===== src/common/bp_defs.svh =====
`ifndef BP_DEFS_SVH
`define BP_DEFS_SVH

// Predictor sizing shared by the packages and the RTL

// BTB index bits, giving 64 direct-mapped entries
`define BP_BTB_INDEX_WIDTH 6

// Global history length
// Also sets the PHT index width, 16 counters
`define BP_HISTORY_WIDTH 4

// Fetch address out of reset
`define BP_RESET_PC 32'h0000_0000

`endif


===== src/common/pc_addr_pkg.sv =====
`default_nettype none

`include "bp_defs.svh"

package pc_addr_pkg;

    // Tag is whatever lies above the BTB index and the byte offset
    localparam int unsigned BTB_TAG_WIDTH = 32 - `BP_BTB_INDEX_WIDTH - 2;

    typedef logic [BTB_TAG_WIDTH-1:0] btb_tag_t;

    // Fetch address as the BTB decodes it
    typedef struct packed {
        btb_tag_t                       tag;
        logic [`BP_BTB_INDEX_WIDTH-1:0] index;
        logic [1:0]                     offset; // Byte offset, always zero
    } btb_view_t;

    // Fetch address as the gshare PHT decodes it
    typedef struct packed {
        logic [29-`BP_HISTORY_WIDTH:0]  upper;    // Unused by the PHT
        logic [`BP_HISTORY_WIDTH-1:0]   pc_field; // XORed with history
        logic [1:0]                     offset;
    } pht_view_t;

    // One fetch word, two decodings
    typedef union packed {
        btb_view_t btb;
        pht_view_t pht;
    } fetch_addr_u;

endpackage

`default_nettype wire


===== src/common/bp_pkg.sv =====
`default_nettype none

`include "bp_defs.svh"

package bp_pkg;

    // Global history, newest outcome in bit 0
    typedef logic [`BP_HISTORY_WIDTH-1:0] ghr_t;

    // 2-bit saturating counter, MSB is the taken prediction
    typedef enum logic [1:0] {
        CNT_STRONG_NT = 2'b00,
        CNT_WEAK_NT   = 2'b01,
        CNT_WEAK_T    = 2'b10,
        CNT_STRONG_T  = 2'b11
    } sat_cnt_t;

    // Next fetch address source
    typedef enum logic [1:0] {
        SEQ         = 2'b00, // PC + 4
        RESOLVE_SEQ = 2'b01, // Resolved PC + 4, taken branch was predicted
        PREDICT     = 2'b10, // BTB target
        RESOLVE_TGT = 2'b11  // Resolved target
    } next_pc_sel_t;

endpackage

`default_nettype wire


===== src/branch_predictor/btb.sv =====
`timescale 1ns/1ps
`default_nettype none

`include "bp_defs.svh"

module btb (
    input  logic                     clk_i,
    input  logic                     rst_ni,
    input  pc_addr_pkg::fetch_addr_u rd_addr_i,   // Fetch PC
    input  pc_addr_pkg::fetch_addr_u wr_addr_i,   // Resolved branch PC
    input  logic                     wr_en_i,
    input  logic [31:0]              wr_target_i,
    output logic                     hit_o,
    output logic [31:0]              target_o
);

    import pc_addr_pkg::*;

    localparam int unsigned ENTRIES = 1 << `BP_BTB_INDEX_WIDTH;

    logic [ENTRIES-1:0] valid_q;
    btb_tag_t           tag_q    [ENTRIES];
    logic [31:0]        target_q [ENTRIES];

    logic [`BP_BTB_INDEX_WIDTH-1:0] rd_idx;
    logic [`BP_BTB_INDEX_WIDTH-1:0] wr_idx;

    assign rd_idx = rd_addr_i.btb.index;
    assign wr_idx = wr_addr_i.btb.index;

    // Valid bits are the only state that needs clearing
    always_ff @(posedge clk_i or negedge rst_ni) begin
        if (!rst_ni) begin
            valid_q <= '0;
        end else if (wr_en_i) begin
            valid_q[wr_idx] <= 1'b1;
        end
    end

    always_ff @(posedge clk_i) begin
        if (wr_en_i) begin
            tag_q[wr_idx]    <= wr_addr_i.btb.tag;
            target_q[wr_idx] <= wr_target_i;
        end
    end

    // Read before write, a same-cycle write is seen next cycle
    assign hit_o    = valid_q[rd_idx] && (tag_q[rd_idx] == rd_addr_i.btb.tag);
    assign target_o = target_q[rd_idx];

endmodule

`default_nettype wire


===== src/branch_predictor/gshare_pht.sv =====
`timescale 1ns/1ps
`default_nettype none

`include "bp_defs.svh"

module gshare_pht (
    input  logic                     clk_i,
    input  logic                     rst_ni,
    input  pc_addr_pkg::fetch_addr_u rd_addr_i,
    input  pc_addr_pkg::fetch_addr_u upd_addr_i,
    input  logic                     upd_en_i,
    input  logic                     upd_taken_i,
    input  bp_pkg::ghr_t             upd_ghr_i,   // History seen at fetch of this branch
    output logic                     taken_o,
    output bp_pkg::ghr_t             ghr_o
);

    import bp_pkg::*;

    localparam int unsigned ENTRIES = 1 << `BP_HISTORY_WIDTH;

    sat_cnt_t pht_q [ENTRIES];
    ghr_t     ghr_q;

    ghr_t     rd_idx;
    ghr_t     upd_idx;
    sat_cnt_t upd_cnt;
    sat_cnt_t upd_cnt_next;

    // Gshare hashing
    assign rd_idx  = rd_addr_i.pht.pc_field ^ ghr_q;
    assign upd_idx = upd_addr_i.pht.pc_field ^ upd_ghr_i; // Same index the fetch used

    assign taken_o = (pht_q[rd_idx] == CNT_WEAK_T) || (pht_q[rd_idx] == CNT_STRONG_T);
    assign ghr_o   = ghr_q;

    // Saturating step
    always_comb begin
        upd_cnt      = pht_q[upd_idx];
        upd_cnt_next = upd_cnt;
        if (upd_taken_i) begin
            if (upd_cnt != CNT_STRONG_T) begin
                upd_cnt_next = sat_cnt_t'(upd_cnt + 2'd1);
            end
        end else if (upd_cnt != CNT_STRONG_NT) begin
            upd_cnt_next = sat_cnt_t'(upd_cnt - 2'd1);
        end
    end

    always_ff @(posedge clk_i or negedge rst_ni) begin
        if (!rst_ni) begin
            for (int i = 0; i < ENTRIES; i++) begin
                pht_q[i] <= CNT_WEAK_NT;
            end
            ghr_q <= '0;
        end else if (upd_en_i) begin
            pht_q[upd_idx] <= upd_cnt_next;
            // Oldest outcome drops off the top
            ghr_q <= {ghr_q[`BP_HISTORY_WIDTH-2:0], upd_taken_i};
        end
    end

endmodule

`default_nettype wire


===== src/verilog/fetch_pc_gen.sv =====
`timescale 1ns/1ps
`default_nettype none

`include "bp_defs.svh"

module fetch_pc_gen (
    input  logic                     clk_i,
    input  logic                     rst_ni,
    input  logic                     stall_i,
    input  bp_pkg::next_pc_sel_t     next_pc_sel_i,
    input  logic [31:0]              btb_target_i,
    input  logic [31:0]              resolve_pc_i,
    input  logic [31:0]              resolve_target_i,
    output pc_addr_pkg::fetch_addr_u pc_o
);

    import pc_addr_pkg::*;
    import bp_pkg::*;

    logic [31:0] pc_q;
    logic [31:0] pc_plus4;
    logic [31:0] resolve_plus4;
    logic [31:0] pc_next;
    logic        redirect;

    assign pc_plus4      = pc_q + 32'd4;
    assign resolve_plus4 = resolve_pc_i + 32'd4; // Fall-through of a wrongly taken branch

    always_comb begin
        case (next_pc_sel_i)
            SEQ:         pc_next = pc_plus4;
            RESOLVE_SEQ: pc_next = resolve_plus4;
            PREDICT:     pc_next = btb_target_i;
            default:     pc_next = resolve_target_i;
        endcase
    end

    // A redirect must not be lost to a stall
    assign redirect = (next_pc_sel_i == RESOLVE_SEQ) || (next_pc_sel_i == RESOLVE_TGT);

    always_ff @(posedge clk_i or negedge rst_ni) begin
        if (!rst_ni) begin
            pc_q <= `BP_RESET_PC;
        end else if (!stall_i || redirect) begin
            pc_q <= pc_next;
        end
    end

    assign pc_o = fetch_addr_u'(pc_q);

endmodule

`default_nettype wire


===== src/verilog/mispredict_unit.sv =====
`timescale 1ns/1ps
`default_nettype none

module mispredict_unit (
    input  logic                 resolve_valid_i,
    input  logic                 resolve_taken_i,   // Actual outcome
    input  logic                 resolve_pred_i,    // Prediction made at fetch
    input  logic                 resolve_btb_hit_i,
    input  logic                 btb_hit_i,
    input  logic                 pht_taken_i,
    output logic                 pred_taken_o,
    output logic                 flush_o,
    output logic                 wr_en_o,           // BTB write
    output bp_pkg::next_pc_sel_t next_pc_sel_o
);

    import bp_pkg::*;

    logic resolve_pred;
    logic mispredict;

    // Only a BTB hit can redirect fetch
    assign pred_taken_o = btb_hit_i && pht_taken_i;

    // Prediction at fetch was only effective with a BTB hit
    assign resolve_pred = resolve_pred_i && resolve_btb_hit_i;
    assign mispredict   = resolve_valid_i && (resolve_taken_i != resolve_pred);

    assign flush_o = mispredict;
    assign wr_en_o = resolve_valid_i && resolve_taken_i; // Taken branches only

    // Resolve redirect wins over fetch prediction
    always_comb begin
        if (mispredict) begin
            next_pc_sel_o = resolve_taken_i ? RESOLVE_TGT : RESOLVE_SEQ;
        end else if (pred_taken_o) begin
            next_pc_sel_o = PREDICT;
        end else begin
            next_pc_sel_o = SEQ;
        end
    end

endmodule

`default_nettype wire


===== src/verilog/bp_top.sv =====
`timescale 1ns/1ps
`default_nettype none

module bp_top (
    input  logic         clk_i,
    input  logic         rst_ni,
    input  logic         stall_i,           // Holds the PC only
    input  logic         resolve_valid_i,
    input  logic         resolve_taken_i,
    input  logic         resolve_btb_hit_i,
    input  logic         resolve_pred_i,
    input  logic [31:0]  resolve_pc_i,
    input  logic [31:0]  resolve_target_i,
    input  bp_pkg::ghr_t resolve_ghr_i,
    output logic [31:0]  fetch_pc_o,
    output logic         pred_taken_o,
    output logic         btb_hit_o,
    output logic         flush_o,
    output bp_pkg::ghr_t ghr_o
);

    import pc_addr_pkg::*;
    import bp_pkg::*;

    fetch_addr_u  fetch_pc;
    fetch_addr_u  resolve_addr;
    logic [31:0]  btb_target;
    logic         pht_taken;
    logic         btb_wr_en;
    next_pc_sel_t next_pc_sel;

    assign fetch_pc_o   = fetch_pc;
    assign resolve_addr = resolve_pc_i;

    fetch_pc_gen u_fetch_pc_gen (
        .clk_i            (clk_i),
        .rst_ni           (rst_ni),
        .stall_i          (stall_i),
        .next_pc_sel_i    (next_pc_sel),
        .btb_target_i     (btb_target),
        .resolve_pc_i     (resolve_pc_i),
        .resolve_target_i (resolve_target_i),
        .pc_o             (fetch_pc)
    );

    btb u_btb (
        .clk_i       (clk_i),
        .rst_ni      (rst_ni),
        .rd_addr_i   (fetch_pc),
        .wr_addr_i   (resolve_addr),
        .wr_en_i     (btb_wr_en),
        .wr_target_i (resolve_target_i),
        .hit_o       (btb_hit_o),
        .target_o    (btb_target)
    );

    // History and counters update on every resolve
    gshare_pht u_gshare_pht (
        .clk_i       (clk_i),
        .rst_ni      (rst_ni),
        .rd_addr_i   (fetch_pc),
        .upd_addr_i  (resolve_addr),
        .upd_en_i    (resolve_valid_i),
        .upd_taken_i (resolve_taken_i),
        .upd_ghr_i   (resolve_ghr_i),
        .taken_o     (pht_taken),
        .ghr_o       (ghr_o)
    );

    mispredict_unit u_mispredict_unit (
        .resolve_valid_i   (resolve_valid_i),
        .resolve_taken_i   (resolve_taken_i),
        .resolve_pred_i    (resolve_pred_i),
        .resolve_btb_hit_i (resolve_btb_hit_i),
        .btb_hit_i         (btb_hit_o),
        .pht_taken_i       (pht_taken),
        .pred_taken_o      (pred_taken_o),
        .flush_o           (flush_o),
        .wr_en_o           (btb_wr_en),
        .next_pc_sel_o     (next_pc_sel)
    );

endmodule

`default_nettype wire


===== config.mk =====
export PLATFORM = sky130hd
export DESIGN_NAME = bp_top
export DESIGN_NICKNAME = d
export VERILOG_FILES = /design/src/common/pc_addr_pkg.sv /design/src/common/bp_pkg.sv /design/src/branch_predictor/btb.sv /design/src/branch_predictor/gshare_pht.sv /design/src/verilog/fetch_pc_gen.sv /design/src/verilog/mispredict_unit.sv /design/src/verilog/bp_top.sv
export VERILOG_INCLUDE_DIRS = /design/src /design/src/common
export SDC_FILE = /design/constraint.sdc
export NUM_CORES = 2
export LEC_CHECK = 0
export BUFFER_PORTS_ARGS = -buffer_cell sky130_fd_sc_hd__buf_2
export CAP_MARGIN = 20
export CORE_MARGIN = 2
export CORE_UTILIZATION = 35
export DETAILED_ROUTE_END_ITERATION = 8
export PLACE_DENSITY_LB_ADDON = 0.3
export SLEW_MARGIN = 10
export SYNTH_ARGS = -nofsm -noshare
export SYNTH_HDL_FRONTEND = slang
export SYNTH_SLANG_ARGS = --single-unit

===== constraint.sdc =====
create_clock -name clk_i -period 5.55 [get_ports clk_i]
set_clock_uncertainty 0.1 [all_clocks]
set_input_delay 1.11 -clock clk_i [delete_from_list [all_inputs] [get_ports clk_i]]
set_output_delay 1.11 -clock clk_i [all_outputs]
set_load 0.02 [all_outputs]

==> results.txt <==
The clock tree root buffer cell is clkbuf_16. The data required time of the worst path came out at around 4.3 ns. The area growth from synthesis to final layout came out at 16.17%. The count of vias placed by the detailed router is roughly 76000. The initial detailed-routing violation count came out at around 12000. The total count of hold-check failures in the final report came out at 0.

The initial antenna violation count came to between 50 and 60. The number of search-and-repair iterations in the first detailed-routing pass is 6. The core outline area is 0.4137 mm². Yosys mapped a number of flops with a built-in enable equal to about 3600. The clock transition at the registers of the reported paths came out at approximately 0.060 ns. The sum of met2 wire segment lengths after detailed routing is approximately 220000 µm. The synthesized cell area is between 0.1 and 0.15 mm². The clock sink count is 3716. The die area is 0.4210 mm². Routed signal wires occupy layers up through met5. Sorting the synthesized cells by area gives the leading types as edfxtp_1 (74%), mux4_2 (15%), dfrtp_1 (2.0%).

The initial utilization of the core area, before any placement, comes to 0.3518. The final reports fail on antenna violations, negative setup slack. In the routed layout, each cell is associated on average with a via count of 5.911. The total non-filler cell area in the finished layout came out at 0.1691 mm².

Summed over all nets, the half-perimeter wirelength after detailed placement is 267800 µm. The headroom to the max-slew limit came out at 0.2334. The total length of routed met3 wires came out at roughly 50000 µm. The run finished, with violations left. The H-tree was split into 5 levels. The portion of synthesized cell area occupied by the leading cell type is 0.7395.

The count of input and output buffers came out at 113. In this run the horizontal extent of the chip is roughly 650 µm. The cell count of the worst reg-to-reg path came out at 15.

Setup repair after global routing could not meet its margin everywhere. The worst path in the final design needs a cycle of between 6 and 7 ns, including I/O delays and setup. The top cell type by total area after synthesis is edfxtp_1. The leading register cell type out of synthesis is edfxtp_1. Prior to clock tree synthesis, the placed netlist has a worst setup slack of -0.7641 ns. The highest attainable clock frequency came out at about 160 MHz.

The share of the Yosys chip area taken by registers is 0.7623. The number of failing setup endpoints in the final timing report came out at 2. The number of violations of the max-capacitance limit came out at 0.

The final period utilization came out at 1.148. Counting along the longest clock path gives a buffer depth of 4. The maximum net fanout on the critical path came out at 7. Summed over all layers, the global routing overflow is 0. about 110 I/O pins were placed.

The standby leakage power is approximately 53 nW. The async set-or-reset flop fraction in the synthesized netlist came out at 0.03552. The final setup slack of the worst path came out at -0.8210 ns.

The power density relative to cell area came out at 435.7 mW/mm². The global-route wire length before repair is approximately 640000 µm. The signal arrival time at the worst endpoint is just over 5 ns.

The number of nets in the synthesized netlist is between 6000 and 7000. For this block, wires on met1 add up to roughly 190000 µm. The commonest cells after synthesis are edfxtp_1 (3584), mux4_2 (950), mux2i_1 (276). The clock latency at the later pin of the worst-skew pair is between 0.9 and 1 ns.

TritonCTS built the clock tree. The count of distinct cell types in the synthesized netlist came out at 88. The instance area after placement is ~0.16 mm². STA classifies the critical path endpoint as an output pin.

In the final routed layout, each cell accounts on average for roughly 37 µm. The final routed wirelength across all metal layers is roughly 480000 µm. In the final design database the tool counted 7208 nets. The peak supply drop is about 0.3 mV. The number of global-route vias before repair is approximately 75000.

The number of instances in the synthesized netlist came out at approximately 6500. The residual antenna-violating net count after detailed routing is 1. The maximum number of pins on one net before global-route repair is around 110. The fraction of final layout cells with drive strength greater than 1 is 0.3242.

The number of cell rows is 236. The overall fraction of global-route tracks in use is 0.2219. The worst setup path is of the register to output pin kind. The mean area per synthesized cell is about 22 µm².

At the end of routability-driven placement, the weighted congestion stood at slightly below 0.9. The y dimension of the die is between 600 and 700 µm. The worst setup path is launched from a register.

edfxtp_1 is the most common cell in the netlist. The TritonCTS buffer count came out at between 300 and 400. The worst-margin pin slew is ~1.1 ns.

The path class of the tightest hold or removal check is input port to async pin. The number of design rule violations left after detail routing is 0. The hold buffer count at CTS is 0. The count of warnings emitted by yosys is 0. The number of pins exceeding their max-slew limit in the final report is 0.

The synthesized design contains about 3700 register bits.
cell type report:
type / count / area, µm²
fillers: 35850 / 244600
flip-flops and latches: 3716 / 111000
multi-input cells: 2440 / 33130
clock buffers: 469 / 9874
well taps: 5474 / 6849
repair buffers: 592 / 6113
clock inverters: 206 / 2034
inverters: 13 / 66.31
diodes: 14 / 35.03
flip-flops by register name, summed over array words and instances, names as in the netlist:
| signal | cells |
|---|---|
| u_btb.tag_q | 1536 |
| u_btb.target_q | 2048 |
| u_btb.valid_q | 64 |
| u_fetch_pc_gen.pc_o | 32 |
| u_gshare_pht.ghr_o | 4 |
| u_gshare_pht.pht_q | 32 |
what timing repair did:
item / CTS / global route
pin swaps: 18 / 15
cloned: 14 / 2
endpoints found under the hold margin: 0 / 0
endpoints found under the setup margin: 2 / 5
setup buffers: 18 / 8
resized for setup: 100 / 38
metrics by stage:
| stage | util | setup TNS, ns | hold WS [ns] | power, W | std cells |
|---|---|---|---|---|---|
| after CTS | 0.4077 | -1.556 | 0.03293 | 0.07371 | 12900 |
| final | 0.4087 | -1.579 | 0.02907 | 0.07366 | 12920 |
| after detailed placement | 0.3765 | -1.399 | 0.3488 | 0.04845 | 12190 |
| after global placement | 0.3765 | -1.793 | 0.3455 | 0.04839 | 12190 |
| after global routing | 0.4086 | -1.575 | 0.07314 | 0.07560 | 12910 |
| after floorplan | - | 0 | 0.3334 | 0.04207 | 6534 |
critical path: stages (launching register included):
cell,delay (ns)
dfrtp_4,0.52
buf_12,0.16
buf_12,0.13
buf_8,0.13
buf_16,0.15
buf_4,0.13
mux4_2,0.41
mux2i_1,0.15
nor3_1,0.07
nor4_1,0.29
and3b_2,0.29
xor2_1,0.19
nand2_2,0.18
or4b_4,0.62
nor2_4,0.33
buf_12,0.15
and2_4,0.13
buf_6,0.11
routing by layer:
| metal | track usage | up-vias |
|---|---|---|
| li1 | - | 28930 |
| met1 | 0.3083 | 41880 |
| met2 | 0.3463 | 4687 |
| met3 | 0.04437 | 881 |
| met4 | 0.08300 | 16 |
| met5 | 0 | - |
final timing paths:
check | start | to | slack [ns]
max | u_fetch_pc_gen.pc_o[2] | pred_taken_o | -0.82
min | rst_ni | u_btb.valid_q[40] | 0.03
max reg2reg | u_fetch_pc_gen.pc_o[2] | u_fetch_pc_gen.pc_o[3] | 0.19
min reg2reg | u_btb.valid_q[15] | u_btb.valid_q[15] | 0.36
max in group asynchronous | rst_ni | u_fetch_pc_gen.pc_o[5] | 3.98
min in group clk_i | u_btb.valid_q[15] | u_btb.valid_q[15] | 0.36
report_power, final:
group	internal (W)	leakage (nW)	switching (W)	total, W
clock	0.0140	5.83	0.0109	0.0249
combinational	0.00746	13.8	0.00970	0.0172
sequential	0.0311	33.9	0.000442	0.0316
total	0.0526	53.5	0.0211	0.0737
kinds of logic (layout without fill, tap and decap cells):
family / count (synthesis) / count (layout) / synth area share
flip-flops: 3716 / 3716 / 0.7623
other: 0 / 14 / 0
AO/OA/AOI/OAI: 402 / 402 / 0.01948
adder cells (fa/ha/maj): 3 / 3 / 0.0002235
XOR/XNOR: 67 / 67 / 0.004032
multiplexers: 1320 / 1320 / 0.1750
buffers and inverters: 378 / 1280 / 0.01636
AND/OR/NAND/NOR: 648 / 648 / 0.02254
placed cells by master, fill, tap and decap left out, types with 53 or more instances in the layout:
cell type  count
a21oi_1       53
a22oi_1       93
buf_12       108
buf_2        109
buf_4        334
clkbuf_1      78
clkbuf_16    375
clkinv_1      66
clkinv_2      71
dfrtp_1      110
edfxtp_1    3584
mux2_2        75
mux2i_1      269
mux4_2       953
nand2_1      162
nand3_1       93
nor2_1        78
nor2_4        66
or2_2         68
Power figures use the tool's default switching activity.
